<file path="src/verilog/cdr_pkg.sv">
`default_nettype none

package cdr_pkg;

	//////////////////////////////////////////////////////////////////////
	// Widths and pipeline constants

	// Samples in one fabric word at four samples per bit
	localparam int samples_per_word = 16;

	// Edge history spans the current word and the one before it
	localparam int edge_hist_w = 2 * samples_per_word;

	// One slicer stage per possible bit in a word
	localparam int num_slices = 5;

	// Aligner register plus one register per slicer
	localparam int pipe_latency = num_slices + 1;

	//////////////////////////////////////////////////////////////////////
	// Word types

	// Raw samples with the oldest sample in the MSB
	typedef logic [samples_per_word-1:0] sample_word_t;

	// Flag i is set when sample i and sample i+1 differ
	// Flag 15 looks back at the LSB of the previous word
	typedef logic [samples_per_word-1:0] edge_word_t;

	// Previous edge word in the high half and current in the low half
	typedef logic [edge_hist_w-1:0] edge_hist_t;

	// Index of the next sample point inside the word
	typedef logic [$clog2(samples_per_word)-1:0] phase_t;

	// Recovered bits with the newest bit shifted into the LSB
	typedef logic [num_slices-1:0] rx_data_t;

	// Number of valid bits in rx_data_t, 0 to num_slices
	typedef logic [$clog2(num_slices+1)-1:0] rx_count_t;

endpackage

`default_nettype wire

</file>
<file path="src/verilog/cdr_phase_align.sv">
`default_nettype none
`timescale 1ns/10ps

module cdr_phase_align (
	input logic clk_312p5mhz,
	input logic arst_n,
	input cdr_pkg::sample_word_t samples,
	output cdr_pkg::sample_word_t samples_aligned,
	output cdr_pkg::edge_word_t edges,
	output cdr_pkg::phase_t start
);

	//////////////////////////////////////////////////////////////////////
	// Edge detection

	// Registered edge flags of the word in the output register
	// They become the history half when the next word arrives
	cdr_pkg::edge_word_t edge_hist;

	// Edge flags of the incoming word and the history they produce
	cdr_pkg::edge_word_t edges_next;
	cdr_pkg::edge_hist_t hist_next;

	// Selected first sample point for the incoming word
	cdr_pkg::phase_t start_next;

	// Position of the first edge found by the search
	logic [4:0] first_edge;
	logic found;

	// Split-run decisions for an edge at position 12 or 13
	logic prev_quiet;
	logic hold_12;
	logic hold_13;
	logic move_12;
	logic move_13;

	// Compare each sample with the one after it in time
	// The last sample of the previous word is still held in samples_aligned
	assign edges_next[cdr_pkg::samples_per_word-1] =
		samples[cdr_pkg::samples_per_word-1] ^ samples_aligned[0];
	assign edges_next[cdr_pkg::samples_per_word-2:0] =
		samples[cdr_pkg::samples_per_word-2:0] ^ samples[cdr_pkg::samples_per_word-1:1];

	// The registered word sits in the high half behind the incoming flags
	assign hist_next = {edge_hist, edges_next};

	//////////////////////////////////////////////////////////////////////
	// Split-run corrections

	// No edge at all in the previous word
	assign prev_quiet = ~|hist_next[31:16];

	// An edge at 12 means a run of 3 samples ends in this word
	// If the previous word already sampled this run, keep start at 11 and
	// let the slicer skip it. Runs of 2+3, 6+3 and 10+3 fall in this group
	// A quiet previous word that started at 12 ended its sampling on
	// sample 0, so that run has already been taken too
	assign hold_12 = (prev_quiet && (start == 4'd12)) ||
		(~|hist_next[28:15] && hist_next[29]) ||
		(~|hist_next[20:15] && hist_next[21]) ||
		(~|hist_next[24:15] && hist_next[25]);

	// Runs of 1+3, 3+3 and 4+3 are rounded up to a bit sampled at 15
	assign move_12 = !hold_12 && (~|hist_next[17:15] || hist_next[16]);

	// An edge at 13 ends a 2-sample tail of a run from the previous word
	// Lengths that the previous word has fully consumed keep start at 12
	// A quiet previous word that started at 12 or 13 covers 2+16+2 and 3+16+2
	assign hold_13 = (prev_quiet && ((start == 4'd12) || (start == 4'd13))) ||
		(~|hist_next[30:15] && hist_next[31]) ||
		(~|hist_next[29:15] && hist_next[30]) ||
		(~|hist_next[28:15] && hist_next[29]) ||
		(~|hist_next[25:15] && hist_next[26]) ||
		(~|hist_next[24:15] && hist_next[25]) ||
		(~|hist_next[21:15] && hist_next[22]) ||
		(~|hist_next[20:15] && hist_next[21]);

	// Short tails such as 1+2 and 5+2 still need a sample at 15
	assign move_13 = !hold_13 && (~|hist_next[19:14] || hist_next[16]);

	//////////////////////////////////////////////////////////////////////
	// First sample point

	always_comb begin
		found = 1'b0;
		first_edge = '0;
		start_next = 4'd15;

		// An edge in the first four samples gives the most direct alignment
		for (int i = 15; i >= 12; i--) begin
			if (hist_next[i] && !found) begin
				found = 1'b1;
				first_edge = 5'(i);
			end
		end

		if (found) begin
			// Sample one position after the edge
			start_next = cdr_pkg::phase_t'(first_edge[3:0] - 4'd1);
			if ((first_edge == 5'd12) && move_12)
				start_next = 4'd15;
			if ((first_edge == 5'd13) && move_13)
				start_next = 4'd15;
		end else begin
			// Look back into the previous word, nearest edge first
			for (int i = 16; i <= 30; i++) begin
				if (hist_next[i] && !found) begin
					found = 1'b1;
					first_edge = 5'(i);
				end
			end

			// Then search forward through the rest of this word
			for (int i = 11; i >= 0; i--) begin
				if (hist_next[i] && !found) begin
					found = 1'b1;
					first_edge = 5'(i);
				end
			end

			// Only the phase of the edge within a bit period matters here
			// With no edge at all first_edge stays 0 and maps to 15
			case (first_edge[1:0])
				2'd0: start_next = 4'd15;
				2'd1: start_next = 4'd12;
				2'd2: start_next = 4'd13;
				default: start_next = 4'd14;
			endcase
		end
	end

	//////////////////////////////////////////////////////////////////////
	// Output register

	always_ff @(posedge clk_312p5mhz or negedge arst_n) begin
		if (!arst_n) begin
			samples_aligned <= '0;
			edge_hist <= '0;
			start <= '0;
		end else begin
			samples_aligned <= samples;
			edge_hist <= edges_next;
			start <= start_next;
		end
	end

	// Slicers walk the word with the edges found in it
	assign edges = edge_hist;

endmodule

`default_nettype wire

</file>
<file path="src/verilog/cdr_bit_slice.sv">
`default_nettype none
`timescale 1ns/10ps

module cdr_bit_slice (
	input logic clk_312p5mhz,
	input logic arst_n,
	input cdr_pkg::sample_word_t samples_in,
	input cdr_pkg::edge_word_t edges_in,
	input cdr_pkg::phase_t start_in,
	input cdr_pkg::rx_data_t data_in,
	input cdr_pkg::rx_count_t count_in,
	input logic done_in,
	output cdr_pkg::sample_word_t samples_out,
	output cdr_pkg::edge_word_t edges_out,
	output cdr_pkg::phase_t start_out,
	output cdr_pkg::rx_data_t data_out,
	output cdr_pkg::rx_count_t count_out,
	output logic done_out
);

	// Edge flag d positions below phase p
	// Positions below 0 belong to the next word and read as no edge
	function automatic logic edge_below(cdr_pkg::edge_word_t e, cdr_pkg::phase_t p, int d);
		logic [4:0] pos;
		pos = {1'b0, p} - 5'(d);
		return !pos[4] && e[pos[3:0]];
	endfunction

	cdr_pkg::phase_t start_comb;
	cdr_pkg::phase_t step;
	cdr_pkg::rx_data_t data_comb;
	cdr_pkg::rx_count_t count_comb;
	logic done_comb;

	always_comb begin
		start_comb = start_in;
		data_comb = data_in;
		count_comb = count_in;
		done_comb = done_in;
		step = 4'd4;

		if (done_in) begin
			// The word is used up so the stage only forwards
		end else if ((count_in == '0) && edge_below(edges_in, start_in, 1)) begin
			// The first point sits right on an edge already sampled last word
		end else begin
			count_comb = cdr_pkg::rx_count_t'(count_in + 1'b1);
			data_comb = {data_in[cdr_pkg::num_slices-2:0], samples_in[start_in]};

			// The next edge should come 3 to 5 samples on
			// Re-center one sample past it, or assume a nominal bit if none
			if (edge_below(edges_in, start_in, 2))
				step = 4'd3;
			else if (edge_below(edges_in, start_in, 3))
				step = 4'd4;
			else if (edge_below(edges_in, start_in, 4))
				step = 4'd5;
			else
				step = 4'd4;

			start_comb = start_in - step;
			done_comb = (start_in < step);
		end
	end

	always_ff @(posedge clk_312p5mhz or negedge arst_n) begin
		if (!arst_n) begin
			samples_out <= '0;
			edges_out <= '0;
			start_out <= '0;
			data_out <= '0;
			count_out <= '0;
			done_out <= 1'b0;
		end else begin
			samples_out <= samples_in;
			edges_out <= edges_in;
			start_out <= start_comb;
			data_out <= data_comb;
			count_out <= count_comb;
			done_out <= done_comb;
		end
	end

endmodule

`default_nettype wire

</file>
<file path="src/verilog/cdr_top.sv">
`default_nettype none
`timescale 1ns/10ps

module cdr_top (
	input logic clk_312p5mhz,
	input logic arst_n,
	input cdr_pkg::sample_word_t samples,
	output cdr_pkg::rx_data_t rx_data,
	output cdr_pkg::rx_count_t rx_data_count
);

	//////////////////////////////////////////////////////////////////////
	// Slicer chain links

	// Link k feeds slicer k and link num_slices is the chain output
	cdr_pkg::sample_word_t chain_samples [cdr_pkg::num_slices+1];
	cdr_pkg::edge_word_t chain_edges [cdr_pkg::num_slices+1];
	cdr_pkg::phase_t chain_start [cdr_pkg::num_slices+1];
	cdr_pkg::rx_data_t chain_data [cdr_pkg::num_slices+1];
	cdr_pkg::rx_count_t chain_count [cdr_pkg::num_slices+1];
	logic chain_done [cdr_pkg::num_slices+1];

	//////////////////////////////////////////////////////////////////////
	// Edge finding and first phase

	cdr_phase_align u_phase_align (
		.clk_312p5mhz(clk_312p5mhz),
		.arst_n(arst_n),
		.samples(samples),
		.samples_aligned(chain_samples[0]),
		.edges(chain_edges[0]),
		.start(chain_start[0])
	);

	// Every word enters the chain with no bits taken
	assign chain_data[0] = '0;
	assign chain_count[0] = '0;
	assign chain_done[0] = 1'b0;

	//////////////////////////////////////////////////////////////////////
	// Bit slicers

	// Stage k takes bit k+1 of the word when there is one
	for (genvar k = 0; k < cdr_pkg::num_slices; k++) begin : g_slice
		cdr_bit_slice u_bit_slice (
			.clk_312p5mhz(clk_312p5mhz),
			.arst_n(arst_n),
			.samples_in(chain_samples[k]),
			.edges_in(chain_edges[k]),
			.start_in(chain_start[k]),
			.data_in(chain_data[k]),
			.count_in(chain_count[k]),
			.done_in(chain_done[k]),
			.samples_out(chain_samples[k+1]),
			.edges_out(chain_edges[k+1]),
			.start_out(chain_start[k+1]),
			.data_out(chain_data[k+1]),
			.count_out(chain_count[k+1]),
			.done_out(chain_done[k+1])
		);
	end

	// The last stage holds the finished word
	assign rx_data = chain_data[cdr_pkg::num_slices];
	assign rx_data_count = chain_count[cdr_pkg::num_slices];

endmodule

`default_nettype wire

</file>
<file path="config.mk">
export PLATFORM = sky130hd
export DESIGN_NAME = cdr_top
export DESIGN_NICKNAME = d
export VERILOG_FILES = /design/src/verilog/cdr_pkg.sv /design/src/verilog/cdr_phase_align.sv /design/src/verilog/cdr_bit_slice.sv /design/src/verilog/cdr_top.sv
export SDC_FILE = /design/constraint.sdc
export NUM_CORES = 1
export LEC_CHECK = 0
export BUFFER_PORTS_ARGS = -buffer_cell sky130_fd_sc_hd__buf_2
export CAP_MARGIN = 20
export CORE_MARGIN = 10
export CORE_UTILIZATION = 45
export CTS_CLUSTER_DIAMETER = 60
export DETAILED_ROUTE_END_ITERATION = 8
export HOLD_SLACK_MARGIN = 0.15
export MAX_ROUTING_LAYER = met4
export PLACE_DENSITY_LB_ADDON = 0.08
export SYNTH_ARGS = -nofsm -noshare
export SYNTH_HDL_FRONTEND = slang
export SYNTH_HIERARCHICAL = 1
export SYNTH_SLANG_ARGS = --single-unit
</file>
<file path="constraint.sdc">
create_clock -name clk_312p5mhz -period 6.3 [get_ports clk_312p5mhz]
set_clock_uncertainty 0.1 [all_clocks]
set_input_delay 0.945 -clock clk_312p5mhz [delete_from_list [all_inputs] [get_ports clk_312p5mhz]]
set_output_delay 0.945 -clock clk_312p5mhz [all_outputs]
set_load 0.03 [all_outputs]
</file>
==> impl_metrics.py <==
metrics = {
    "status": {
        "status": "finished, final reports clean",
    },
    "final_layout": {
        "multi_input_area_um2": 5730,
        "antenna_cells": 0,
        "fin_util_pct": 51.6,
        "drive_gt1_share_pct": 25.1,
        "ff_latch_area_um2": 5610,
        "syn_to_final_growth_pct": 12.3,
        "fin_nets": 949,
        "layout_commonest_cell": "dfrtp_1",
        "layout_common_cells": "224 x dfrtp_1, 92 x mux4_2, 61 x inv_1, 52 x ha_1",
        "fillers": 2161,
    },
    "worst_setup_path": {
        "crit_slowest_cell": "ha_1",
        "worstSetupPathType": "register to register",
        "worstSetupStartpointType": "register",
        "end_kind": "register",
        "crit_path_max_incr_delay_ns": 0.64,
        "crit_path_cell_trace": "inv_1 > ha_1 > mux4_2 > mux4_2 > o31ai_1 > ha_1 > inv_1 > a21o_1 > a21oi_1 > o211ai_1 > xnor2_1",
        "arrival_ns": 4.16,
        "path_max_fanout": 11,
        "reg2reg_depth": 11,
        "required_ns": 6.59,
    },
    "cts": {
        "tritoncts": "done",
        "clk_path_buf_depth": 3,
        "post_cts_buffers": 0,
        "cts_hold_buf": 0,
        "cts.sinks": 224,
        "cts_resized": 0,
        "cts_root_buf": "clkbuf_16",
        "htreeDepth": 1,
        "clkLatencyLatePin_ns": 0.52,
        "clkTransAtPathRegs_ns": 0.05,
        "cts_buffers": 27,
    },
    "yosys": {
        "netlist_area_um2": 11600,
        "avgSynthCellArea_um2": 14.2,
        "syn_inst": 820,
        "yosysWarnings": 6,
    },
    "sta": {
        "fin_crit_ns": 3.87,
        "finalSetupViolations": 0,
        "max_freq_mhz": 259,
        "timing.final.ws_setup_ns": 2.43,
        "timing.setup.tns_ns": 0,
        "tightest_slew_ns": 0.803,
        "fin_crit_sh_pct": 61.4,
        "slew_viol_final": 0,
        "max_slew_margin_pct": 46.5,
        "hold_violations": 0,
        "rsz0062_at_grt": "no",
    },
    "route": {
        "wl_mm": 25.6,
        "vias_per_cell": 5.63,
        "drt-initial-drc-count": 384,
        "num_vias": 6887,
        "drcViolationCount": 0,
        "post_drt_wl_per_cell_um": 20.9,
        "firstDrtPassIters": 5,
        "antenna_left": 0,
    },
    "hold_path": {
        "min_path_type": "register to register",
        "worstHoldPathCells": 0,
    },
    "grt": {
        "grt_max_degree": 109,
        "grt-ovfl-total": 0,
        "grt_pass1_wl_mm": 42.5,
        "antenna_found_initial": 0,
        "grt_pass1_vias": 7647,
        "gr-usage-all-layers_pct": 16.3,
    },
    "pwr": {
        "p_leak_nw": 5.61,
        "ir_drop_mv": 0.338,
        "powerDensity_nw_per_um2": 502,
        "finalPower_mw": 6.56,
    },
    "floorplan": {
        "start_util_pct": 45.9,
        "die_h_um": 181,
        "ios": 26,
        "die-area_um2": 32700,
        "fp.dieW_um": 181,
        "core-area_um2": 25300,
        "num_rows": 58,
    },
    "placed_design": {
        "dpl.hpwl_mm": 19.0,
        "gp_congestion": 0.909,
        "io_buffer_count": 25,
        "pre_cts_ws_ns": 2.36,
    },
    "job": {
        "drv_cap": 0,
    },
}
## sequential cells by signal, indices dropped and copies added, names as in the netlist
name / flops
g_slice.u_bit_slice/done_out: 4
g_slice.u_bit_slice/samples_out: 64
g_slice.u_bit_slice/start_out: 16
u_phase_align/samples_aligned: 16
u_phase_align/edges: 16
u_phase_align/start: 4
g_slice.u_bit_slice/count_out: 15
g_slice.u_bit_slice/data_out: 25
g_slice.u_bit_slice/edges_out: 64
## worst max-delay path: cells and delay by family (launching register included)
kind / cells / cell delay [ns]
muxes: 2 / 1.07
buffers and inverters: 2 / 0.33
AOI/OAI and AO/OA: 4 / 0.64
adders and majority gates: 2 / 0.87
xor gates and xnor gates: 1 / 0.14
DFF: 1 / 0.59
## path summary, 6_finish.rpt
check | start | endpoint | slack (ns)
worst min-delay path | g_slice[0].u_bit_slice/samples_out[14]$_DFF_PN0_ | g_slice[1].u_bit_slice/samples_out[14]$_DFF_PN0_ | 0.27
worst max-delay path | u_phase_align/start[1]$_DFF_PN0_ | g_slice[0].u_bit_slice/start_out[3]$_DFF_PN0_ | 2.43
max in group asynchronous | arst_n | g_slice[3].u_bit_slice/samples_out[7]$_DFF_PN0_ | 4.39
worst max register to register | u_phase_align/start[1]$_DFF_PN0_ | g_slice[0].u_bit_slice/start_out[3]$_DFF_PN0_ | 2.43
worst min register to register | g_slice[0].u_bit_slice/samples_out[14]$_DFF_PN0_ | g_slice[1].u_bit_slice/samples_out[14]$_DFF_PN0_ | 0.27
min in group asynchronous | arst_n | g_slice[3].u_bit_slice/edges_out[11]$_DFF_PN0_ | 0.36
## where the power goes
part	switching [mW]	internal, mW	total, mW
clock	0.583	0.962	1.54
combinational	1.45	1.55	3.00
sequential	0.325	1.69	2.01
total	2.36	4.20	6.56
## metal layers
layer	part of all wire, %	global-route usage [%]	up-vias
li1	-	-	3132
met5	0	-	-
met3	3.9	2.32	59
met4	4.0	6.66	0
met1	39	18.2	3523
met2	53	28.8	173
## metrics by stage
step / instance area (um2) / hold slack [ns] / cells
floorplan: 11700 / 0.249 / 842
global route: 13100 / 0.276 / 1224
detailed placement: 12200 / 0.260 / 1176
CTS: 13100 / 0.263 / 1224
global placement: 12200 / 0.256 / 1176
finish: 13100 / 0.268 / 1224
## cell type report
class                   count  area share, %
well taps                 330           3.16
inverters                  61           1.75
flip-flops and latches    224           42.9
multi-input cells         530           43.8
repair buffers             31           1.38
clock buffers              35           5.71
clock inverters            13           1.26
No activity file was read; power rests on OpenSTA's default activity.
